`src/trs_pkg.sv`:
```
`default_nettype none

package trs_pkg;

  // command byte as sent by the microcontroller
  typedef enum logic [7:0] {
    get_cookie    = 8'd0,
    bram_poke     = 8'd1,
    bram_peek     = 8'd2,
    set_full_addr = 8'd14,
    get_version   = 8'd15,
    set_led       = 8'd26,
    get_config    = 8'd27
  } cmd_e;

  localparam logic [7:0] cookie        = 8'haf;
  localparam logic [2:0] version_major = 3'd0;
  localparam logic [4:0] version_minor = 5'd3;

  localparam int max_params = 3; // bram_poke carries the most

  typedef struct packed {
    logic sck;
    logic cs_n;
    logic mosi;
  } spi_pins_t;

  typedef struct packed {
    logic rd_n;
    logic wr_n;
  } z80_ctrl_t;

  // one decoded message from the parser
  typedef struct packed {
    logic       valid; // single cycle
    cmd_e       cmd;
    logic [7:0] p0;
    logic [7:0] p1;
    logic [7:0] p2;
  } cmd_req_t;

endpackage

`default_nettype wire
```
`src/cmd_parser.sv`:
```
`timescale 1ns/100ps
`default_nettype none

module cmd_parser (
  input  logic              clk,
  input  logic              reset,
  input  logic [7:0]        byte_in,
  input  logic              byte_valid,
  input  logic              msg_start,
  output trs_pkg::cmd_req_t req
);

  typedef enum logic {
    idle,
    read_params
  } state_e;

  state_e          state;
  trs_pkg::cmd_e   cmd_q;
  logic [7:0]      params [trs_pkg::max_params];
  logic [1:0]      idx;       // next parameter slot
  logic [1:0]      remaining; // parameters still to come

  always_ff @(posedge clk) begin
    if (reset) begin
      state     <= idle;
      idx       <= 2'd0;
      remaining <= 2'd0;
      req       <= '0;
    end else begin
      req.valid <= 1'b0;
      if (msg_start) begin
        state <= idle; // new message always starts with a command
      end else if (byte_valid) begin
        case (state)
          idle: begin
            cmd_q <= trs_pkg::cmd_e'(byte_in);
            idx   <= 2'd0;
            case (byte_in)
              trs_pkg::get_cookie,
              trs_pkg::get_version,
              trs_pkg::get_config: begin
                req.valid <= 1'b1; // no parameters, fire now
                req.cmd   <= trs_pkg::cmd_e'(byte_in);
              end
              trs_pkg::bram_poke: begin
                remaining <= 2'd3;
                state     <= read_params;
              end
              trs_pkg::bram_peek: begin
                remaining <= 2'd2;
                state     <= read_params;
              end
              trs_pkg::set_full_addr,
              trs_pkg::set_led: begin
                remaining <= 2'd1;
                state     <= read_params;
              end
              default: ; // unknown code, drop it
            endcase
          end
          read_params: begin
            params[idx] <= byte_in;
            idx         <= idx + 2'd1;
            if (remaining == 2'd1) begin
              state     <= idle;
              req.valid <= 1'b1;
              req.cmd   <= cmd_q;
              req.p0    <= (idx == 2'd0) ? byte_in : params[0];
              req.p1    <= (idx == 2'd1) ? byte_in : params[1];
              req.p2    <= (idx == 2'd2) ? byte_in : params[2];
            end else begin
              remaining <= remaining - 2'd1;
            end
          end
          default: state <= idle;
        endcase
      end
    end
  end

  a_param_idx: assert property (
    @(posedge clk) disable iff (reset)
      (state == read_params) |-> (idx < trs_pkg::max_params)
  );

endmodule

`default_nettype wire

```
`config.mk`:
```
export PLATFORM = sky130hd
export DESIGN_NAME = cmd_parser
export DESIGN_NICKNAME = d
export VERILOG_FILES = /design/src/trs_pkg.sv /design/src/cmd_parser.sv
export SDC_FILE = /design/constraint.sdc
export NUM_CORES = 1
export LEC_CHECK = 0
export ABC_CLOCK_PERIOD_IN_PS = 2000
export BUFFER_PORTS_ARGS = -buffer_cell sky130_fd_sc_hd__clkbuf_2
export CELL_PAD_IN_SITES_DETAIL_PLACEMENT = 1
export CELL_PAD_IN_SITES_GLOBAL_PLACEMENT = 2
export CORE_MARGIN = 5
export CORE_UTILIZATION = 37
export CTS_CLUSTER_DIAMETER = 200
export DETAILED_ROUTE_END_ITERATION = 8
export HOLD_SLACK_MARGIN = 0.03
export PLACE_DENSITY = 0.9
export SKIP_LAST_GASP = 1
export SYNTH_ARGS = -nofsm -noshare
export SYNTH_HDL_FRONTEND = slang
export SYNTH_SLANG_ARGS = --single-unit
```
`constraint.sdc`:
```
create_clock -name clk -period 2 [get_ports clk]
set_input_delay 0.2 -clock clk [delete_from_list [all_inputs] [get_ports clk]]
set_output_delay 0.2 -clock clk [all_outputs]
set_load 0.02 [all_outputs]
```
==> results.sh <==
export IMPL_status="finished clean"
export IMPL_p_leak_uw=0.001310
export IMPL_grt_pass1_vias=2151
export IMPL_core_rowCount=32
export IMPL_initial_core_util=0.3742
export IMPL_io_pins=45
export IMPL_n_antenna_cell=0
export IMPL_synth_seq_cells=70
export IMPL_cp_data_required_time_ns=2.29
export IMPL_synth_warnings=0
export IMPL_ctsResizeCount=0
export IMPL_switching_share=0.2133
export IMPL_intPower_uw=2303
export IMPL_critical_path_arrival_ns=1.99
export IMPL_worst_pin_slew_ns=0.4057
export IMPL_ir_worst_vdd_uv=309.1
export IMPL_drt_total_wl_mm=6.676
export IMPL_power_density_nw_per_um2=836.6
export IMPL_cp_max_fo=32
export IMPL_yosys_top_cells_area="edfxtp_1 34%, dfxtp_1 27%, mux2i_1 9.1%, a211oi_1 6.8%, nor2_1 3.5%"
export IMPL_yosys_most_used_dff="dfxtp_1"
export IMPL_dpl_hpwl_mm=4.656
export IMPL_fp_dieArea_um2=9592
export IMPL_use_met3=0.04214
export IMPL_top_usage_layer="met2"
export IMPL_cts_tree="yes"
export IMPL_viasPerCell=5.178
export IMPL_postCtsSetupBuffers=0
export IMPL_synthTopCellsByCount="38 x dfxtp_1, 32 x edfxtp_1, 27 x nor2_1"
export IMPL_ys_async_sr_fraction=0
export IMPL_rsz0062_at_grt="false"
export IMPL_drt_iter0_markers=69
export IMPL_cts_buffers=9
export IMPL_slew_headroom=0.7226
export IMPL_cts_sinks=70
export IMPL_wl_per_cell_um=16.94
export IMPL_grt_max_degree=39
export IMPL_final_max_slew_violation_count=0
export IMPL_seq_power_share=0.513
export IMPL_cts_buffer_depth=2
export IMPL_end_kind="register"
export IMPL_ant_nets=0
export IMPL_netlist_area_leader_share=0.3358
export IMPL_firstDrtPassIters=4
export IMPL_synth_cell_type_count=38
export IMPL_clk_pin_slew_ns=0.08
export IMPL_synth_area_leader_cell="edfxtp_1"
export IMPL_drive_gt1_frac=0.2740
export IMPL_die_h_um=97.94
export IMPL_synth_fp_nets=250
export IMPL_path_class="reg2reg"
export IMPL_synth_most_common_cell="dfxtp_1"
export IMPL_grt_pass1_wl_mm=11.14
export IMPL_synthCells=234
export IMPL_dpl_cell_area_um2=3262
export IMPL_clkPwrFrac=0.446
export IMPL_clock_skew_final_ns=0.005885
export IMPL_overflow=0
export IMPL_drc_errors=0
export IMPL_cts_root_buf="clkbuf_8"
export IMPL_insertion_delay_ns=0.34
export IMPL_hold_viol=0
export IMPL_cp_start_kind="register"
export IMPL_nNetsFinal=303
export IMPL_synth_edf_count=32
export IMPL_antenna_found_initial=0
export IMPL_total_power_uw=2928
export IMPL_tns_ns=0
export IMPL_max_clock_freq_ghz=0.5882
export IMPL_gr_usage_met1=0.1778
export IMPL_setup_violations=0
export IMPL_io_buffers=44
export IMPL_min_path_type="in2reg"
export IMPL_core_um2=7647
export IMPL_synth_area_per_cell_um2=12.23
export IMPL_maxCapViolations=0
export IMPL_min_period_ns=1.700
export IMPL_p_comb_frac=0.041
export IMPL_grt_use_met2=0.2492
export IMPL_p_sw_uw=624.6
export IMPL_finalWeightedCongestion=0.7819
export IMPL_vias=2040
export IMPL_h_tree_depth=3
export IMPL_ctsHoldBuffers=0
export IMPL_ys_seq_area_frac=0.6017
export IMPL_track_usage=0.1472
export IMPL_fin_crit_sh=0.8500
export IMPL_holdWs_ns=0.1884
export IMPL_stdcell_area_um2=3500
export IMPL_area_growth_pct=22.30
export IMPL_utilization=0.4576
export IMPL_synth_area_um2=2861
export IMPL_die_x_um=97.94
==> stage by stage <==
step           std cells  worst slack, ns
5_1_grt              394           0.1634
3_5_place_dp         378           0.2964
2_1_floorplan        234           0.3829
3_3_place_gp         378           0.3423
6_report             394           0.3000
4_1_cts              394           0.3085
==> layout by cell type, fill, tap and decap left out, drive strengths merged, types with 2 or more instances in the layout <==
cell type,n
clkbuf,57
dfxtp,38
edfxtp,32
nor2,27
mux2i,26
a211oi,26
buf,15
nor2b,9
nand2,6
and3,5
a221oi,5
inv,4
nor3,4
ha,4
a311oi,4
a22o,3
a21oi,3
nand2b,2
a22oi,2
==> flip-flops by register name (all words and copies together) (netlist names) <==
name / flops
idx: 2
cmd_q: 8
params: 24
state: 1
remaining: 2
req: 33
==> kinds of logic (layout without fill, tap and decap cells) <==
group / after synthesis / in the layout / share of synthesized area
flops: 70 / 70 / 0.6017
simple gates: 61 / 61 / 0.1089
compound gates: 51 / 51 / 0.1469
mux: 26 / 26 / 0.09095
buf+inv: 21 / 79 / 0.03104
fa+ha+maj: 4 / 4 / 0.01749
xor+xnor: 1 / 1 / 0.003061
==> layout make-up <==
| type | instances | area [µm²] |
|---|---|---|
| Fill cell | 835 | 4148 |
| Sequential cell | 70 | 1722 |
| Multi-Input combinational cell | 143 | 1052 |
| Timing Repair Buffer | 59 | 345.3 |
| Clock buffer | 13 | 191.4 |
| Tap cell | 102 | 127.6 |
| Clock inverter | 3 | 46.29 |
| Inverter | 4 | 15.01 |
==> metal layers <==
metal,share of wire,up-vias
met2,0.49,45
li1,-,989
met4,0.016,0
met1,0.45,992
met3,0.043,14
met5,0,-
==> critical path, stage by stage, from the launching register on <==
cell and delay (ns):
dfxtp_1 0.37, ha_1 0.24, and4b_2 0.42, buf_12 0.22
nor2b_1 0.23, a22o_1 0.16
==> final timing paths <==
check                                   from      endpoint  slack, ns  depth (start not counted)
worst max register to register  remaining[0]       req[30]       0.30                          5
worst min register to register      cmd_q[7]       req[31]       0.48                          1
worst min-delay path              byte_in[2]  params[1][2]       0.19                          1
worst max-delay path            remaining[0]       req[30]       0.30                          5
==> power groups by stage <==
| stage | sequential, µW | combinational, µW | clock (µW) |
|---|---|---|---|
| floorplan | 1540 | 51.1 | 0 |
| CTS | 1500 | 120 | 1330 |
| global route | 1500 | 130 | 1410 |
| finish | 1500 | 119 | 1310 |
| global placement | 1540 | 116 | 0 |
| detailed placement | 1540 | 119 | 0 |
(Power assumes the default switching activity.)
