===== src/trs_pkg.sv =====
`default_nettype none

package trs_pkg;

  // command byte as sent by the microcontroller
  typedef enum logic [7:0] {
    get_cookie    = 8'd0,
    bram_poke     = 8'd1,
    bram_peek     = 8'd2,
    set_full_addr = 8'd14,
    get_version   = 8'd15,
    set_led       = 8'd26,
    get_config    = 8'd27
  } cmd_e;

  localparam logic [7:0] cookie        = 8'haf;
  localparam logic [2:0] version_major = 3'd0;
  localparam logic [4:0] version_minor = 5'd3;

  localparam int max_params = 3; // bram_poke carries the most

  typedef struct packed {
    logic sck;
    logic cs_n;
    logic mosi;
  } spi_pins_t;

  typedef struct packed {
    logic rd_n;
    logic wr_n;
  } z80_ctrl_t;

  // one decoded message from the parser
  typedef struct packed {
    logic       valid; // single cycle
    cmd_e       cmd;
    logic [7:0] p0;
    logic [7:0] p1;
    logic [7:0] p2;
  } cmd_req_t;

endpackage

`default_nettype wire

===== src/z80_mem_port.sv =====
`timescale 1ns/100ps
`default_nettype none

module z80_mem_port #(
  parameter int filter_len = 3,
  parameter int addr_w     = 15
) (
  input  logic               clk,
  input  logic               reset,
  input  logic [15:0]        addr,
  input  trs_pkg::z80_ctrl_t ctrl,
  input  logic [7:0]         data_in,
  input  logic               full_addr,
  output logic [7:0]         data_out,
  output logic               data_oe,
  output logic               ram_en,
  output logic               ram_we,
  output logic [addr_w-1:0]  ram_addr,
  output logic [7:0]         ram_wdata,
  input  logic [7:0]         ram_rdata
);

  localparam int cnt_w = $clog2(filter_len + 1);

  trs_pkg::z80_ctrl_t strobe;
  trs_pkg::z80_ctrl_t strobe_prev;
  logic [cnt_w-1:0]   low_cnt;
  logic               low;
  logic               stable;
  logic               recog;
  logic               rom_sel;
  logic               ram_sel;
  logic               rd_go;
  logic               wr_go;
  logic               rd_s1;
  logic               rd_s2;

  pin_sync #(.T(trs_pkg::z80_ctrl_t)) sync0 (
    .clk  (clk),
    .in   (ctrl),
    .sync (strobe),
    .prev (strobe_prev)
  );

  assign low    = ~strobe.rd_n | ~strobe.wr_n;
  assign stable = (strobe == strobe_prev);

  // count consecutive low samples, saturate so one strobe gives one access
  always_ff @(posedge clk) begin
    if (reset || !low)
      low_cnt <= '0;
    else if (!stable)
      low_cnt <= cnt_w'(1); // strobe just fell or changed kind
    else if (low_cnt != cnt_w'(filter_len))
      low_cnt <= low_cnt + 1'b1;
  end

  assign recog = low && stable && (low_cnt == cnt_w'(filter_len - 1));

  // full map: 12k rom below 0x3000 plus 48k ram, else upper 32k only
  assign rom_sel = full_addr & ~addr[15] & ~addr[14] & ~(addr[13] & addr[12]);
  assign ram_sel = full_addr ? (addr[15] | addr[14]) : addr[15];

  assign rd_go = recog & ~strobe.rd_n & (rom_sel | ram_sel);
  assign wr_go = recog & ~strobe.wr_n & ram_sel; // rom is read only

  assign data_oe = ~strobe.rd_n & (rom_sel | ram_sel);

  always_ff @(posedge clk) begin
    if (reset) begin
      ram_en <= 1'b0;
      ram_we <= 1'b0;
      rd_s1  <= 1'b0;
      rd_s2  <= 1'b0;
    end else begin
      ram_en <= rd_go | wr_go;
      ram_we <= wr_go;
      rd_s1  <= rd_go;
      rd_s2  <= rd_s1;
    end
  end

  always_ff @(posedge clk) begin
    ram_addr  <= addr[addr_w-1:0];
    ram_wdata <= data_in;
    if (rd_s2)
      data_out <= ram_rdata; // held until the next read
  end

endmodule

`default_nettype wire


===== src/pin_sync.sv =====
`timescale 1ns/100ps
`default_nettype none

module pin_sync #(
  parameter type T = trs_pkg::spi_pins_t
) (
  input  logic clk,
  input  T     in,
  output T     sync,
  output T     prev
);

  T meta; // first stage, may go metastable

  always_ff @(posedge clk) begin
    meta <= in;
    sync <= meta;
    prev <= sync; // held copy for edge detection
  end

endmodule

`default_nettype wire


===== config.mk =====
export PLATFORM = sky130hd
export DESIGN_NAME = z80_mem_port
export DESIGN_NICKNAME = d
export VERILOG_FILES = /design/src/trs_pkg.sv /design/src/z80_mem_port.sv /design/src/pin_sync.sv
export SDC_FILE = /design/constraint.sdc
export NUM_CORES = 1
export LEC_CHECK = 0
export BUFFER_PORTS_ARGS = -buffer_cell sky130_fd_sc_hd__buf_2
export CAP_MARGIN = 20
export CORE_UTILIZATION = 44
export DETAILED_ROUTE_END_ITERATION = 10
export MAX_ROUTING_LAYER = met4
export PLACE_DENSITY = 0.81
export SYNTH_ARGS = -nofsm -noshare
export SYNTH_HDL_FRONTEND = slang
export SYNTH_SLANG_ARGS = --single-unit
export TNS_END_PERCENT = 1

===== constraint.sdc =====
create_clock -name clk -period 2.08 [get_ports clk]
set_input_delay 0.104 -clock clk [delete_from_list [all_inputs] [get_ports clk]]
set_output_delay 0.104 -clock clk [all_outputs]
set_load 0.01 [all_outputs]

==> results.yml, run 1 <==
run_status:
  status: "finished, final reports clean"
sta:
  slew_headroom: 0.758
  hold_ws_ps: 58.7
  tightest_slew_ps: 362
  fin_crit_sh: 0.741
  final.setup.tns_ps: 0
  fmax_ghz: 0.649
  setup_viol: 0
  hold_viol_final: 0
  rsz0062_at_grt: "false"
  final_max_slew_viol_count: 0
  min_period_ps: 1540
  fin_worst_skew_ps: 12.0
logic_synthesis:
  synth_edf_count: 8
  synth_top_family_by_area: "simple AND/OR/NAND/NOR gates"
  syn_area_um2: 1170
  synth_most_common_cell: "dfxtp_1"
  async_reset_ff_frac: 0
  synthCells: 72
  yosysSeqAreaShare: 0.803
  synth-adder-area-share: 0.0214
  synth_top_cell_by_area: "dfxtp_1"
  synth_cell_types: 21
  ys.flop_type: "dfxtp_1"
  yosys.area_share.simple: 0.0812
  synth.area.mux_share: 0
  synth_warnings: 0
  synth-compound-area-share: 0.0566
  avgSynthCellArea_um2: 16.3
  synth_seq_cells: 43
  synth.area.top_cells: "dfxtp_1, edfxtp_1, and4bb_1"
  synth_xor_area_frac: 0.0214
  synth_top_area_share: 0.598
  syn-num-nets: 111
  synth_common_cells: "dfxtp_1, edfxtp_1, a21oi_1"
global_route:
  grt-ovfl-total: 0
  track_usage: 0.242
  grt_pass1_wl_mm: 4.39
  grt_pass1_vias: 984
  grt_antenna_before_repair: 0
  grt_max_degree: 14
pwr:
  combinationalPowerShare: 0.090
  cellLeakagePower_uw: 0.000916
  power.density_nw_per_um2: 851
  total_power_uw: 1690
  clockPowerShare: 0.380
  power.share.switching: 0.203
  seqPwrFrac: 0.531
  intPower_uw: 1350
  power_switching_uw: 344
  peakVddDrop_uv: 598
cts:
  cts_tree: "yes"
  cts_buffer_depth: 2
  clockRootBuffer: "clkbuf_4"
  cts_inserted_buffers: 5
  cts.sinks: 43
  post_cts_resize_count: 0
  clk_latency_ps: 360
  htree_levels: 2
  path_clk_slew_ps: 120
route:
  dr.pass1.iters: 2
  drcViolationCount: 0
  via_count: 987
  ant_nets: 0
  routed_wl_mm: 3.32
  initialDrtViolationCount: 9
  avgViaCountPerCell: 4.63
  wl_per_cell_um: 15.6
final_layout:
  layout.cells.non_filler: 213
  finalNetCount: 221
  drive_above_1_share: 0.443
  area_growth_pct: 69.9
  diodes: 0
critical_path:
  cp-start-kind: "input port"
  cp.required_ps: 1980
  cpMaxStageDelayCell: "dlygate4sd3_1"
  critPathMostFrequentCell: "buf_2"
  cp.arrival_ps: 1440
  critical_path.cell_chain: "dlygate4sd3_1, buf_2, nand3b_1, a21oi_1, nor2_1, buf_2"
  cp_slowest_stage_delay_ps: 540
  path_class: "input port to output port"
  cp-end-kind: "output port"
  path_max_fanout: 4
floorplan:
  coreArea_um2: 2500
  fp.dieH_um: 53.6
  die_w_um: 53.6
  rows: 18
  io_pins: 71
  start_util: 0.468
  dieArea_um2: 2870
run:
  maxCapViolCount: 0
placed_design:
  port_buffers: 70
  place_congestion: 0.705
  dp.cells: 171
  dp_hpwl_mm: 1.71
worst_hold_path:
  hold_class: "input port to flop"
## cell usage in the layout (no fill, tap or decap), drive strengths merged
cell type | Yosys | layout
or3 | 1 | 1
and4bb | 2 | 2
bufinv | 0 | 2
nor2b | 1 | 1
clkbuf | 0 | 6
dfxtp | 35 | 35
buf | 1 | 70
nor3 | 3 | 3
nand2 | 1 | 1
nor4b | 1 | 1
edfxtp | 8 | 8
a2111oi | 1 | 1
o21bai | 1 | 1
ha | 2 | 2
nor2 | 3 | 3
a32oi | 1 | 1
inv | 2 | 2
a21oi | 4 | 4
nand3b | 1 | 1
a211oi | 2 | 2
xnor2 | 2 | 2
dlygate4sd3 | 0 | 34
## power by group through the flow
stage	Clock [uW]	Sequential (uW)	Combinational, uW
finish	642	898	152
global route	672	901	162
CTS	632	895	146
detailed placement	0	914	97.8
global placement	0	912	93.2
floorplan	0	924	24.4
## worst max-delay path, delay by kind of cell
family,cells,cell delay [ps]
buffers and inverters,3,830
AO/OA/AOI/OAI,1,270
AND/OR/NAND/NOR,2,230
## final cells by class
type	instances	area [um^2]
flip-flops and latches	43	941
repair buffers	104	691
fillers	123	510
multi-input cells	26	211
clock inverters	2	60.1
clock buffers	6	41.3
well taps	30	37.5
inverters	2	7.51
## worst paths after layout
kind | start | to | slack (ps) | cells after the start
setup / recovery | addr[14] | data_oe | 540 | 6
hold reg to reg | sync0.meta[0]$_DFF_P_ | sync0.sync[0]$_DFF_P_ | 340 | 0
setup reg to reg | low_cnt[0]$_SDFFE_PP0P_ | low_cnt[0]$_SDFFE_PP0P_ | 570 | 4
hold / removal | addr[15] | ram_we$_SDFF_PP0_ | 60 | 3
## state kept, by name, indices dropped and copies added, names as in the netlist
register    cells
ram_addr       15
ram_wdata       8
ram_we          1
sync0.sync      2
low_cnt         2
ram_en          1
data_out        8
sync0.meta      2
sync0.prev      2
rd_s1           1
rd_s2           1
## per-stage QoR
stage	utilization	setup slack, ps	instance area, um^2
floorplan	-	784	1170
global placement	0.619	724	1550
detailed placement	0.619	598	1550
CTS	0.792	566	1980
global route	0.796	435	1990
finish	0.796	539	1990
## metal layers
layer  vias up  track usage  share of wire
met3        13       0.0706          0.063
met2        46        0.471           0.57
met4         0        0.149          0.028
met1       459        0.192           0.34
li1        469            -              -
met5         -            -              0
## kinds of logic (layout without fill, tap and decap cells)
logic type	Yosys count	count (layout)
AO/OA/AOI/OAI	9	9
AND/OR/NAND/NOR	13	13
flip-flops	43	43
buffers and inverters	3	114
XOR/XNOR	2	2
adder cells (fa/ha/maj)	2	2
## repair_timing
action | in CTS | in global routing
buffers inserted | 0 | 0
endpoints found under the hold margin | 33 | 2
hold buffers | 33 | 1
Note: power is estimated with default switching activity, not from simulation.
==> run 2, diff against run 1 <==
--- a/config.mk
+++ b/config.mk
@@ -5,12 +5,13 @@
 export SDC_FILE = /design/constraint.sdc
 export NUM_CORES = 1
 export LEC_CHECK = 0
+export ABC_AREA = 1
 export BUFFER_PORTS_ARGS = -buffer_cell sky130_fd_sc_hd__buf_2
 export CAP_MARGIN = 20
-export CORE_UTILIZATION = 44
+export CORE_UTILIZATION = 40
 export DETAILED_ROUTE_END_ITERATION = 10
 export MAX_ROUTING_LAYER = met4
-export PLACE_DENSITY = 0.81
+export PLACE_DENSITY = 0.75
 export SYNTH_ARGS = -nofsm -noshare
 export SYNTH_HDL_FRONTEND = slang
 export SYNTH_SLANG_ARGS = --single-unit
==> constraint.sdc (replaced) <==
create_clock -name clk -period 1.5 [get_ports clk]
set_input_delay 0.075 -clock clk [delete_from_list [all_inputs] [get_ports clk]]
set_output_delay 0.075 -clock clk [all_outputs]
set_load 0.01 [all_outputs]
==> results.yml, run 2 <==
critical_path:
  cp.required_ps: 1420
  r2r_slack_ps: 460
  crit_buf_inv: 4
  path_class: "input port to output port"
  cpMaxStageDelayCell: "dlygate4sd3_1"
  path_delay_family: "buffers and inverters"
  cp.arrival_ps: 1230
  critical_path.cell_chain: "dlygate4sd3_1, buf_2, a21oi_1, nand2_1, nand2_1, inv_1, buf_2"
  cp_slowest_stage_delay_ps: 540
  cp-end-kind: "output port"
  cp-start-kind: "input port"
  path_max_fanout: 3
pwr:
  cellLeakagePower_uw: 0.000968
  peakVddDrop_uv: 944
  power.density_nw_per_um2: 1060
cts:
  path_clk_slew_ps: 110
  cts.sinks: 43
  cts_setup_buffers: 0
  htree_levels: 2
  clockRootBuffer: "clkbuf_4"
  cts_tree: "yes"
  cts_inserted_buffers: 5
  post_cts_resize_count: 0
  cts_buffer_depth: 2
  clk_latency_ps: 340
  hold_buffers: 34
placed_design:
  dp.cells: 187
  dp_hpwl_mm: 1.57
  port_buffers: 70
  postPlaceCellArea_um2: 1540
  place_congestion: 0.658
logic_synthesis:
  synth_warnings: 0
  yosysSeqAreaShare: 0.817
  async_reset_ff_frac: 0
  synth_top_cell_by_area: "dfxtp_1"
  synth_cell_types: 14
  ys.flop_type: "dfxtp_1"
  synth_edf_count: 8
  syn_area_um2: 1150
  synth_seq_cells: 43
  synth.area.top_cells: "dfxtp_1, edfxtp_1, nand2_1"
  synth_most_common_cell: "dfxtp_1"
  syn-num-nets: 125
  synth_common_cells: "dfxtp_1, nand2_1, inv_1"
  synthCells: 86
  synth_top_area_share: 0.609
  avgSynthCellArea_um2: 13.4
sta:
  rsz0062_at_grt: "false"
  slew_headroom: 0.774
  fin_crit_sh: 0.869
  fin_worst_skew_ps: 8.43
  fmax_ghz: 0.767
  hold_ws_ps: 65.0
  final.setup.tns_ps: 0
  tightest_slew_ps: 339
  final_max_slew_viol_count: 0
  hold_viol_final: 0
  min_period_ps: 1300
  setup_viol: 0
run_status:
  status: "finished, final reports clean"
floorplan:
  start_util: 0.421
  die_w_um: 55.6
  fp.dieH_um: 55.6
  io_pins: 71
  coreArea_um2: 2730
  rows: 19
  dieArea_um2: 3100
final_layout:
  regMostFlops: "ram_addr"
  layout.cells.non_filler: 229
  n_fill_cell: 186
  finalNetCount: 236
  final_area_um2: 1950
  multi_input_area_um2: 165
  area_growth_pct: 69.6
  seqCellArea_um2: 941
  final_common_cell: "buf_2"
  reg_top3: "ram_addr: 15 flops, data_out: 8 flops, ram_wdata: 8 flops"
  final_core_util: 0.714
  largest_reg_flops: 15
  diodes: 0
  drive_above_1_share: 0.434
  layout.cells.most_common_list: "buf_2, dfxtp_1, dlygate4sd3_1"
route:
  via_count: 987
  routed_wl_mm: 2.84
  initialDrtViolationCount: 26
  avgViaCountPerCell: 4.31
  drcViolationCount: 0
  wl_per_cell_um: 12.4
  ant_nets: 0
  dr.pass1.iters: 4
global_route:
  grt_max_degree: 14
  grt_pass1_wl_mm: 4.37
  grt_pass1_vias: 1041
  grt-ovfl-total: 0
  grt_antenna_before_repair: 0
  track_usage: 0.200
run:
  maxCapViolCount: 0
worst_hold_path:
  hold_class: "input port to flop"
## run 2: cell count changes after synthesis, sizes merged, moves of 2 or more
| cell | delta |
|---|---|
| xnor2 | -2 |
| inv | +9 |
| and4bb | -2 |
| a211oi | -2 |
| nand2 | +16 |
| nor3 | -3 |
| nor2 | +4 |
## run 2: power by group
group | internal [uW] | switching [uW] | total, uW
logic | 129 | 85.8 | 214
registers | 1220 | 16.1 | 1240
clock network | 276 | 345 | 621
total | 1620 | 447 | 2070
## run 2: final cells by class
class	count	share of cell area
clock buffer	7	0.0333
multi-input combinational	31	0.0846
tap	31	0.0199
sequential	43	0.482
clock inverter	1	0.00321
timing repair buffer	104	0.354
inverter	12	0.0231
## run 2: cell families (layout without fill, tap and decap cells)
| logic type | after synthesis | after routing | share of synthesized area |
|---|---|---|---|
| adder cells (fa/ha/maj) | 2 | 2 | 0.0217 |
| AO/OA/AOI/OAI | 4 | 4 | 0.0206 |
| XOR/XNOR | 1 | 1 | 0.00761 |
| flip-flops | 43 | 43 | 0.817 |
| AND/OR/NAND/NOR | 24 | 24 | 0.0935 |
| buffers and inverters | 12 | 124 | 0.0391 |
## run 2: worst paths after layout
kind	startpoint	end	depth (start not counted)
setup / recovery	addr[14]	data_oe	7
hold / removal	addr[15]	ram_we$_SDFF_PP0_	3
setup reg to reg	low_cnt[0]$_SDFFE_PP0P_	low_cnt[1]$_SDFFE_PP0P_	5
hold reg to reg	sync0.meta[1]$_DFF_P_	sync0.sync[1]$_DFF_P_	0
## run 2: worst register-to-register path: stages (launching register included)
cell,delay (ps)
dfxtp_1,390
inv_1,70
ha_1,280
nor2_1,40
a21oi_1,120
nor2_1,60
## run 2: metrics by stage
step / worst slack (ps) / power (uW)
4_1_cts: 196 / 2090
6_report: 197 / 2070
2_1_floorplan: 558 / 1320
3_3_place_gp: 547 / 1390
3_5_place_dp: 477 / 1400
5_1_grt: 109 / 2170
## run 2: metal layers
metal,vias to the layer above,track usage,share of wire
met4,0,0.0750,0.026
met2,50,0.386,0.60
met5,-,-,0
li1,485,-,-
met3,10,0.0860,0.066
met1,442,0.162,0.31
