## src/trs_pkg.sv

```systemverilog
`default_nettype none

package trs_pkg;

  // command byte as sent by the microcontroller
  typedef enum logic [7:0] {
    get_cookie    = 8'd0,
    bram_poke     = 8'd1,
    bram_peek     = 8'd2,
    set_full_addr = 8'd14,
    get_version   = 8'd15,
    set_led       = 8'd26,
    get_config    = 8'd27
  } cmd_e;

  localparam logic [7:0] cookie        = 8'haf;
  localparam logic [2:0] version_major = 3'd0;
  localparam logic [4:0] version_minor = 5'd3;

  localparam int max_params = 3; // bram_poke carries the most

  typedef struct packed {
    logic sck;
    logic cs_n;
    logic mosi;
  } spi_pins_t;

  typedef struct packed {
    logic rd_n;
    logic wr_n;
  } z80_ctrl_t;

  // one decoded message from the parser
  typedef struct packed {
    logic       valid; // single cycle
    cmd_e       cmd;
    logic [7:0] p0;
    logic [7:0] p1;
    logic [7:0] p2;
  } cmd_req_t;

endpackage

`default_nettype wire
```

## src/cmd_exec.sv

```systemverilog
`timescale 1ns/100ps
`default_nettype none

module cmd_exec (
  input  logic              clk,
  input  logic              reset,
  input  trs_pkg::cmd_req_t req,
  input  logic [3:0]        conf,
  output logic [7:0]        reply,
  output logic [2:0]        led,
  output logic              full_addr,
  output logic              ram_en,
  output logic              ram_we,
  output logic [14:0]       ram_addr,
  output logic [7:0]        ram_wdata,
  input  logic [7:0]        ram_rdata
);

  logic is_poke;
  logic is_peek;
  logic peek_s1; // port b enabled for a read
  logic peek_s2; // read data on ram_rdata

  assign is_poke = req.valid && (req.cmd == trs_pkg::bram_poke);
  assign is_peek = req.valid && (req.cmd == trs_pkg::bram_peek);

  always_ff @(posedge clk) begin
    if (reset) begin
      ram_en    <= 1'b0;
      ram_we    <= 1'b0;
      peek_s1   <= 1'b0;
      peek_s2   <= 1'b0;
      led       <= 3'd0;
      full_addr <= 1'b0;
    end else begin
      ram_en  <= is_poke | is_peek;
      ram_we  <= is_poke;
      peek_s1 <= is_peek;
      peek_s2 <= peek_s1;
      if (req.valid && req.cmd == trs_pkg::set_led)
        led <= req.p0[2:0]; // red, green, blue
      if (req.valid && req.cmd == trs_pkg::set_full_addr)
        full_addr <= (req.p0 != 8'h00);
    end
  end

  // address is p1 low bits over p0
  always_ff @(posedge clk) begin
    if (req.valid) begin
      ram_addr  <= {req.p1[6:0], req.p0};
      ram_wdata <= req.p2;
    end
  end

  always_ff @(posedge clk) begin
    if (reset) begin
      reply <= 8'h00;
    end else if (peek_s2) begin
      reply <= ram_rdata;
    end else if (req.valid) begin
      case (req.cmd)
        trs_pkg::get_cookie:  reply <= trs_pkg::cookie;
        trs_pkg::get_version: reply <= {trs_pkg::version_major, trs_pkg::version_minor};
        trs_pkg::get_config:  reply <= {4'h0, conf};
        default: ;
      endcase
    end
  end

  a_we_needs_en: assert property (
    @(posedge clk) disable iff (reset) ram_we |-> ram_en
  );

endmodule

`default_nettype wire

```

## config.mk

```make
export PLATFORM = sky130hd
export DESIGN_NAME = cmd_exec
export DESIGN_NICKNAME = d
export VERILOG_FILES = /design/src/trs_pkg.sv /design/src/cmd_exec.sv
export SDC_FILE = /design/constraint.sdc
export NUM_CORES = 1
export LEC_CHECK = 0
export ABC_AREA = 1
export BUFFER_PORTS_ARGS = -buffer_cell sky130_fd_sc_hd__buf_2
export CAP_MARGIN = 20
export CORE_ASPECT_RATIO = 2
export CORE_UTILIZATION = 40
export CTS_BUF_LIST = sky130_fd_sc_hd__clkbuf_8
export CTS_CLUSTER_DIAMETER = 30
export CTS_CLUSTER_SIZE = 20
export DETAILED_ROUTE_END_ITERATION = 10
export PLACE_DENSITY_LB_ADDON = 0.25
export SYNTH_ARGS = -nofsm -noshare
export SYNTH_HDL_FRONTEND = slang
export SYNTH_SLANG_ARGS = --single-unit
```

## constraint.sdc

```tcl
create_clock -name clk -period 1.43 [get_ports clk]
set_clock_uncertainty 0.05 [all_clocks]
set_input_delay 0.286 -clock clk [delete_from_list [all_inputs] [get_ports clk]]
set_output_delay 0.286 -clock clk [all_outputs]
set_load 0.01 [all_outputs]
```

==> results of run 1 <==
## worst max-delay path: cells and delay by family, from the launching register on
family | cells | cell delay (ps)
simple gates | 3 | 430
flops | 1 | 340
buf+inv | 1 | 170
compound gates | 1 | 150
## power breakdown
group / leakage [nW] / internal [mW] / total [mW] / switching, mW
Combinational: 0.575 / 0.0914 / 0.201 / 0.110
Clock: 0.0556 / 0.510 / 0.851 / 0.341
Sequential: 0.354 / 1.25 / 1.26 / 0.00978
Total: 0.985 / 1.85 / 2.31 / 0.461
## placed cells by master (no fill, tap or decap)
master     netlist  final
a21oi_1          8      8
a21oi_2          1      1
buf_2            1     82
buf_4            0      2
bufinv_16        0      1
clkbuf_8         0      5
clkinv_1         0      1
clkinv_2         0      1
dfxtp_1         16     16
edfxtp_1        23     23
inv_1           20     20
nand2_1         34     34
nand2_2          3      3
nand3_1          7      7
nand4_1          4      4
nor2_1          24     24
nor2_2           1      1
nor2_4           1      1
nor4_1           3      3
o21ai_0          4      4
or2_2            1      1
## registers in the layout, indices dropped and copies added, names as in the netlist
name       count
ram_en         1
full_addr      1
peek_s1        1
ram_wdata      8
reply          8
ram_addr      15
peek_s2        1
led            3
ram_we         1
## per-layer routing
layer | vias to the layer above | GRT usage | wire (um)
met5 | - | 0 | 0
met4 | 0 | 0.0826 | 48
met3 | 5 | 0.0444 | 209
met2 | 56 | 0.308 | 1700
met1 | 562 | 0.151 | 1110
li1 | 673 | - | -
## cells in the mapped netlist
library cell / instances / area (um2)
nor2_4: 1 / 11.3
nor2_1: 24 / 90.1
nor2_2: 1 / 6.26
nand4_1: 4 / 25.0
nand2_2: 3 / 18.8
or2_2: 1 / 6.26
a21oi_1: 8 / 40.0
inv_1: 20 / 75.1
a21oi_2: 1 / 8.76
o21ai_0: 4 / 20.0
nor4_1: 3 / 18.8
nand2_1: 34 / 128
buf_2: 1 / 5.00
nand3_1: 7 / 35.0
dfxtp_1: 16 / 320
edfxtp_1: 23 / 691
buf_6: 1 / 11.3
## layout make-up
cell class                 instances  share of cell area
sequential                        39               0.484
tap                               49              0.0294
multi-input combinational         91               0.195
inverter                          20              0.0359
clock buffer                       5              0.0330
clock inverter                     3              0.0186
timing repair buffer              84               0.204
## per-stage QoR
| stage | power [mW] | util | hold slack (ps) | setup WS [ps] |
|---|---|---|---|---|
| 3_5_place_dp | 1.49 | 0.549 | 380 | 10.4 |
| 6_report | 2.31 | 0.579 | 131 | 226 |
| 4_1_cts | 2.34 | 0.579 | 118 | 229 |
| 2_1_floorplan | 1.35 | - | 305 | 260 |
| 3_3_place_gp | 1.48 | 0.549 | 382 | 36.0 |
| 5_1_grt | 2.41 | 0.579 | 110 | 72.5 |
## worst max-delay path by stage
stage             from  cells after the start       end
2_1_floorplan  req[29]                      9  reply[2]
3_3_place_gp   req[27]                     11  reply[3]
3_5_place_dp   req[27]                     10  reply[5]
4_1_cts        peek_s2                      5  reply[5]
5_1_grt        peek_s2                      5  reply[4]
6_report       peek_s2                      5  reply[5]
## cells by family (layout without fill, tap and decap cells)
family | Yosys count | in the layout | share of synthesized area
flops | 39 | 39 | 0.669
compound gates | 13 | 13 | 0.0456
buf+inv | 22 | 112 | 0.0605
simple gates | 78 | 78 | 0.225
==> metrics.md, run 1 <==
| Metric | Value |
|---|---|
| Final Hold Fails | `0` |
| Ys Warns | `0` |
| Max VDD drop | `approximately 0.67 mV` |
| Io pins | `84` |
| Final period util | `0.842` |
| Crit path arrival time | `between 1000 and 1500 ps` |
| Hold_sp | `req[0]` |
| Post-Syn Nets | `just under 200` |
| Synth Instances | `between 150 and 200` |
| Synthesized flop and latch total | `39` |
| GRT Total Usage | `0.164` |
| CP Capture Type | `register` |
| Vias in the first global route | `~1.2k` |
| Max_cap viols | `0` |
| Std cell rows | `31` |
| Reg-to-reg startpoint | `peek_s2` |
| R2r setup slk | `between 200 and 250 ps` |
| First-pass GRT wire length | `~4.8 mm` |
| Multi-input logic area | `~410 um2` |
| Relative max-transition margin | `0.718` |
| DRT iter0 DRCs | `15` |
| Mapped Avg Cell Area | `a little under 10 um2` |
| Core Area | `around 3600 um2` |
| Placed Cells incl. Taps | `around 280` |
| Leak | `0.985 nW` |
| Crit path top cell by count | `nand2_1` |
| Post-route ant nets | `0` |
| Fill cells | `roughly 340` |
| DR WL/cell | `approximately 11 um` |
| Worst-path cell chain | `inv_1 -> nand2_1 -> nand2_2 -> nand2_1 -> a21oi_1` |
| Aggregate routed wire length | `about 3 mm` |
| CP max FO | `12` |
| DRC Markers | `0` |
| PortBufs | `82` |
| Crit start category | `register` |
| Status | `completed` |
| Pre-antenna DRT Iters | `4` |
| Post-route cell area | `between 2000 and 2500 um2` |
| Initial Util | `0.419` |
| Initial antenna violation count | `0` |
| Area of the mapped netlist | `1510 um2` |
| RSZ-0062 raised after global routing | `no` |
| WHS Endpoint | `ram_wdata[0]` |
| Tmin final | `1200 ps` |
| Antenna Diode Count | `0` |
| Die footprint | `roughly 4000 um2` |
| Layout cells sized above 1 | `0.405` |
| Achievable clock frequency | `831 MHz` |
| Vias per cell | `4.45` |
| DP HPWL | `~2.5 mm` |
| Final Slew Violations | `0` |
| # H-tree levels | `2` |
| Setup Buffers After CTS | `0` |
| CTS max path bufs | `2` |
| Clock tree sinks | `39` |
| Worst reg2reg path endpoint | `reply[5]` |
| Setup tns final | `0 ps` |
| Clock slew at reported path FFs | `70 ps` |
| P per Cell Area | `1110 nW/um2` |
| Post-synthesis sequential area ratio | `0.669` |
| Post-CTS sizing | `0` |
| Clk root buf | `clkbuf_8` |
| Die extent in y | `slightly below 90 um` |
| Hold WC Path Type | `in -> reg` |
| TritonCTS clock tree | `yes` |
| Fin nets | `around 290` |
| Gpl congestion | `about 0.78` |
| Clk_lat worst skew | `~280 ps` |
| Hold path cells | `1` |
| GR Overflow Total | `0` |
| Layout area overhead | `38.3%` |
| WP data required | `about 1600 ps` |
| Reg2Reg Depth | `5` |
| Post-synth cell types | `17` |
| Slew of the pin with the lowest slew margin | `420 ps` |
| Slowest Stage Delay on Critical Path | `approximately 340 ps` |
| Total CTS buffers | `5` |
| Area occupied by registers | `slightly above 1000 um2` |
| Placed cell areas | `around 2000 um2` |
| Slowest library cell on the worst path | `dfxtp_1` |
| Number of buffers inserted by hold repair at cts | `0` |
| Die width | `between 40 and 50 um` |
| Largest net degree at the start of global routing | `25` |
| Critical path type | `reg -> reg` |
| Final Setup Violations | `0` |
| Fin cells | `slightly below 300` |
| DR vias | `between 1k and 1.5k` |
Power figures use the tool's default switching activity.
==> run 2: changes to the inputs <==
==> constraint.sdc (replaced) <==
create_clock -name clk -period 1.08 [get_ports clk]
set_clock_uncertainty 0.05 [all_clocks]
set_input_delay 0.216 -clock clk [delete_from_list [all_inputs] [get_ports clk]]
set_output_delay 0.216 -clock clk [all_outputs]
set_load 0.01 [all_outputs]
==> metrics.md, run 2 (synthesis gave the netlist of run 1 again) <==
| Metric | Value |
|---|---|
| TritonCTS clock tree | `yes` |
| Achievable clock frequency | `~950 MHz` |
| Post-route cell area | `~2300 um2` |
| Clk_lat worst skew | `280 ps` |
| Placed Cells incl. Taps | `roughly 300` |
| Critical path type | `reg -> out` |
| Final Util | `0.627` |
| Die footprint | `roughly 4000 um2` |
| Max VDD drop | `between 1 and 1.5 mV` |
| Vias per cell | `approximately 4.6` |
| Final Slew Violations | `0` |
| Most common cell after layout, fill and taps aside | `buf_2` |
| CTS max path bufs | `2` |
| Crit path arrival time | `790 ps` |
| Vias in the first global route | `around 1.3k` |
| WP data required | `approximately 810 ps` |
| PortBufs | `82` |
| Die extent in y | `88.9 um` |
| Slowest library cell on the worst path | `edfxtp_1` |
| Fill cells | `330` |
| Clk root buf | `clkbuf_8` |
| Crit start category | `register` |
| CP max FO | `1` |
| DR vias | `about 1.4k` |
| Worst-path cell chain | `buf_2` |
| Relative max-transition margin | `0.797` |
| Layout area overhead | `49.8%` |
| Max reg flops | `15` |
| Hold path cells | `1` |
| Io pins | `84` |
| Initial Util | `0.419` |
| Combinational fraction of design power | `0.100` |
| Hold_sp | `req[13]` |
| DRT iter0 DRCs | `22` |
| # H-tree levels | `2` |
| CP Buf/Inv Count | `1` |
| Initial antenna violation count | `0` |
| Sw Share | `0.205` |
| Register with the most flip-flops | `ram_addr` |
| Fin cells | `306` |
| R2r setup slk | `40 ps` |
| Status | `completed` |
| CP delay by family, top | `flip-flops` |
| WHS Endpoint | `ram_addr[13]` |
| Design Power | `just over 3 mW` |
| Pre-antenna DRT Iters | `4` |
| Total CTS buffers | `5` |
| GRT Total Usage | `0.181` |
| Std cell rows | `31` |
| Largest net degree at the start of global routing | `25` |
| Final Hold Fails | `0` |
| Reg-to-reg startpoint | `peek_s2` |
| Clock tree sinks | `39` |
| Total net switching power | `between 600 and 700 uW` |
| Gpl congestion | `0.876` |
| Die width | `between 40 and 50 um` |
| Slowest Stage Delay on Critical Path | `approximately 360 ps` |
| Hold WC Path Type | `in -> reg` |
| P_int | `between 2 and 2.5 mW` |
| Core Area | `~3600 um2` |
| First-pass GRT wire length | `a little over 5 mm` |
| Reg2Reg Depth | `5` |
| P per Cell Area | `~1400 nW/um2` |
| DRC Markers | `0` |
| Placed cell areas | `2100 um2` |
| Post-route ant nets | `0` |
| Layout cells sized above 1 | `0.506` |
| Share of power burned in registers | `0.537` |
| Aggregate routed wire length | `approximately 3.5 mm` |
| DR WL/cell | `11.5 um` |
| Biggest regs | `ram_addr (15), ram_wdata (8), reply (8)` |
| Slew of the pin with the lowest slew margin | `between 300 and 400 ps` |
| CP Capture Type | `output port` |
| GR Overflow Total | `0` |
| Most frequent cells in the layout | `82 x buf_2, 26 x nand2_1, 23 x nor2_1, 23 x edfxtp_1, 18 x inv_1` |
| RSZ-0062 raised after global routing | `yes` |
| DP HPWL | `approximately 2.7 mm` |
| Leak | `~1.1 nW` |
| Final period util | `0.977` |
| Final Setup Violations | `0` |
| Clock slew at reported path FFs | `approximately 70 ps` |
| Worst reg2reg path endpoint | `reply[5]` |
| Antenna Diode Count | `0` |
| Fin nets | `roughly 300` |
| Max_cap viols | `0` |
| Tmin final | `about 1100 ps` |
| Clock Power Share | `0.363` |
run 2: stage by stage:
step / setup TNS (ps) / hold slack (ps) / setup WS (ps)
final: 0 / 59.9 / 24.4
after global routing: -179 / 45.2 / -22.3
after CTS: 0 / 52.1 / 11.3
after global placement: -2450 / 343 / -229
after detailed placement: -2580 / 345 / -231
after floorplan: 0 / 235 / 1.71
run 2: what timing repair did:
action	4_1_cts	5_1_grt
hold buffers	0	0
endpoints found under the hold margin	0	0
cloned	0	1
gates resized for setup	2	14
setup buffers	0	0
setup endpoints to repair	8	15
run 2: worst max-delay path by stage:
stage                startpoint     endpoint  slack [ps]  cells past startpoint
floorplan               peek_s2     reply[2]           2                      8
global placement        req[27]     reply[1]        -230                      9
detailed placement      req[31]     reply[1]        -230                      9
CTS                 ram_addr[2]  ram_addr[2]          10                      1
global route        ram_addr[2]  ram_addr[2]         -20                      1
finish              ram_addr[2]  ram_addr[2]          20                      1
run 2: area by class of cell:
type | instances | area [um2] | area share
sequential | 39 | 1010 | 0.449
inverter | 20 | 80.1 | 0.0354
timing repair buffer | 98 | 534 | 0.236
tap | 49 | 61.3 | 0.0271
clock buffer | 5 | 68.8 | 0.0304
multi-input combinational | 92 | 465 | 0.206
clock inverter | 3 | 37.5 | 0.0166
run 2: power by group through the flow:
stage                     Sequential [mW]  Clock (mW)  Combinational (mW)
final                                1.66        1.13               0.310
after global routing                 1.67        1.20               0.341
after CTS                            1.67        1.15               0.304
after detailed placement             1.70           0               0.303
after global placement               1.70           0               0.298
after floorplan                      1.75           0              0.0491
run 2: metal layers:
metal / GRT usage / vias to the layer above / share of wire
li1: - / 705 / -
met1: 0.158 / 627 / 0.33
met2: 0.342 / 71 / 0.57
met3: 0.0404 / 10 / 0.068
met4: 0.116 / 0 / 0.031
met5: 0 / - / 0
==> run 3: changes to the inputs <==
--- a/config.mk
+++ b/config.mk
@@ -14,6 +14,7 @@
 export CTS_CLUSTER_DIAMETER = 30
 export CTS_CLUSTER_SIZE = 20
 export DETAILED_ROUTE_END_ITERATION = 10
+export HOLD_SLACK_MARGIN = 0.06
 export PLACE_DENSITY_LB_ADDON = 0.25
 export SYNTH_ARGS = -nofsm -noshare
 export SYNTH_HDL_FRONTEND = slang
==> metrics.md, run 3 (synthesis gave the netlist of run 1 again) <==
| Metric | Value |
|---|---|
| Vias in the first global route | `1309` |
| Aggregate routed wire length | `approximately 3.6 mm` |
| Pre-antenna DRT Iters | `4` |
| Std cell rows | `31` |
| DRC Markers | `0` |
| Most frequent cells in the layout | `82 x buf_2, 26 x nand2_1, 23 x nor2_1, 23 x edfxtp_1, 18 x inv_1` |
| Clock slew at reported path FFs | `~70 ps` |
| Hold WS | `approximately 66 ps` |
| WHS Endpoint | `ram_addr[14]` |
| Die width | `~45 um` |
| Antenna Diode Count | `0` |
| Worst reg2reg path endpoint | `reply[5]` |
| P per Cell Area | `1320 nW/um2` |
| PortBufs | `82` |
| Achievable clock frequency | `about 940 MHz` |
| Final period util | `0.986` |
| WP data required | `between 800 and 900 ps` |
| Initial Util | `0.419` |
| Final Setup Violations | `0` |
| Hold path cells | `1` |
| CP startpoint | `ram_addr[10]` |
| CP delay by family, top | `flip-flops` |
| Core Area | `approximately 3600 um2` |
| Largest net degree at the start of global routing | `25` |
| Tmin final | `~1100 ps` |
| Crit path setup slack, layout | `~15 ps` |
| DR vias | `1433` |
| R2r setup slk | `30 ps` |
| Place WS | `-231 ps` |
| Relative max-transition margin | `0.798` |
| Slew of the pin with the lowest slew margin | `301 ps` |
| Critical path type | `reg -> out` |
| Layout cells sized above 1 | `0.487` |
| DRT iter0 DRCs | `25` |
| Reg-to-reg startpoint | `peek_s2` |
| CP Buf/Inv Count | `1` |
| Leak | `between 1 and 1.5 nW` |
| Slowest library cell on the worst path | `edfxtp_1` |
| CP max FO | `1` |
| Hold WC Path Type | `in -> reg` |
| Fin cells | `around 320` |
| Max_cap viols | `0` |
| Post-route ant nets | `0` |
| Biggest regs | `ram_addr (15), ram_wdata (8), reply (8)` |
| RSZ-0062 raised after global routing | `yes` |
| Crit start category | `register` |
| Gpl congestion | `just under 0.9` |
| Vias per cell | `~4.5` |
| Placed Cells incl. Taps | `~300` |
| Max VDD drop | `approximately 1.2 mV` |
| GR Overflow Total | `0` |
| GRT Total Usage | `0.185` |
| Register with the most flip-flops | `ram_addr` |
| Total CTS buffers | `5` |
| Die extent in y | `between 80 and 90 um` |
| TritonCTS clock tree | `yes` |
| Most common cell after layout, fill and taps aside | `buf_2` |
| DR WL/cell | `11.4 um` |
| Crit path arrival time | `approximately 800 ps` |
| Max reg flops | `15` |
| CP Capture Type | `output port` |
| Post-route cell area | `~2400 um2` |
| Final Hold Fails | `0` |
| Io pins | `84` |
| Status | `completed` |
| # H-tree levels | `2` |
| Final Slew Violations | `0` |
| Setup Buffers After CTS | `0` |
| Reg2Reg Depth | `5` |
| Crit path depth | `1` |
| Die footprint | `slightly above 4000 um2` |
| Initial antenna violation count | `0` |
| Slowest Stage Delay on Critical Path | `approximately 370 ps` |
| Clk_lat worst skew | `280 ps` |
| Worst-path cell chain | `buf_2` |
| Layout area overhead | `56.4%` |
| First-pass GRT wire length | `between 5 and 6 mm` |
| Clock tree sinks | `39` |
| Clk root buf | `clkbuf_8` |
| Setup tns final | `0 ps` |
| Placed cell areas | `2100 um2` |
| DP HPWL | `around 2.7 mm` |
| Hold_sp | `req[14]` |
| Fin nets | `313` |
| CTS max path bufs | `2` |
==> run 3: cell count changes in the layout (fill, tap and decap cells not counted) <==
cell / before / now
dlygate4sd3_1: 0 / 10
==> run 3: metal layers <==
layer,GRT usage,vias up,routed length [um]
met1,0.162,637,1210
met3,0.0384,10,240
met4,0.116,0,107
met5,0,-,0
met2,0.352,63,2030
li1,-,723,-
==> run 3: power by group <==
group | switching, mW | internal, mW
Clock | 0.454 | 0.672
Combinational | 0.171 | 0.167
Sequential | 0.0142 | 1.65
==> run 3: through the flow <==
step           total power [mW]   util
6_report                   3.13  0.655
5_1_grt                    3.24  0.655
4_1_cts                    3.14  0.636
3_5_place_dp               2.00  0.583
3_3_place_gp               1.99  0.583
2_1_floorplan              1.79      -
==> run 3: cell type report <==
type	instances	area (um2)
Tap cell	49	61.3
Clock buffer	5	68.8
Fill cell	315	1240
Multi-Input combinational cell	92	465
Timing Repair Buffer	108	634
Inverter	20	80.1
Sequential cell	39	1010
Clock inverter	3	37.5
==> run 3: worst max path at each step <==
stage,end
4_1_cts,ram_addr[2]
2_1_floorplan,reply[2]
6_report,ram_addr[10]
3_5_place_dp,reply[1]
5_1_grt,reply[6]
3_3_place_gp,reply[1]
==> run 3: repair_timing <==
action	CTS	global route
endpoints found under the hold margin	8	2
cloned	0	1
endpoints found under the setup margin	8	15
gates resized for setup	2	14
hold buffers	8	2
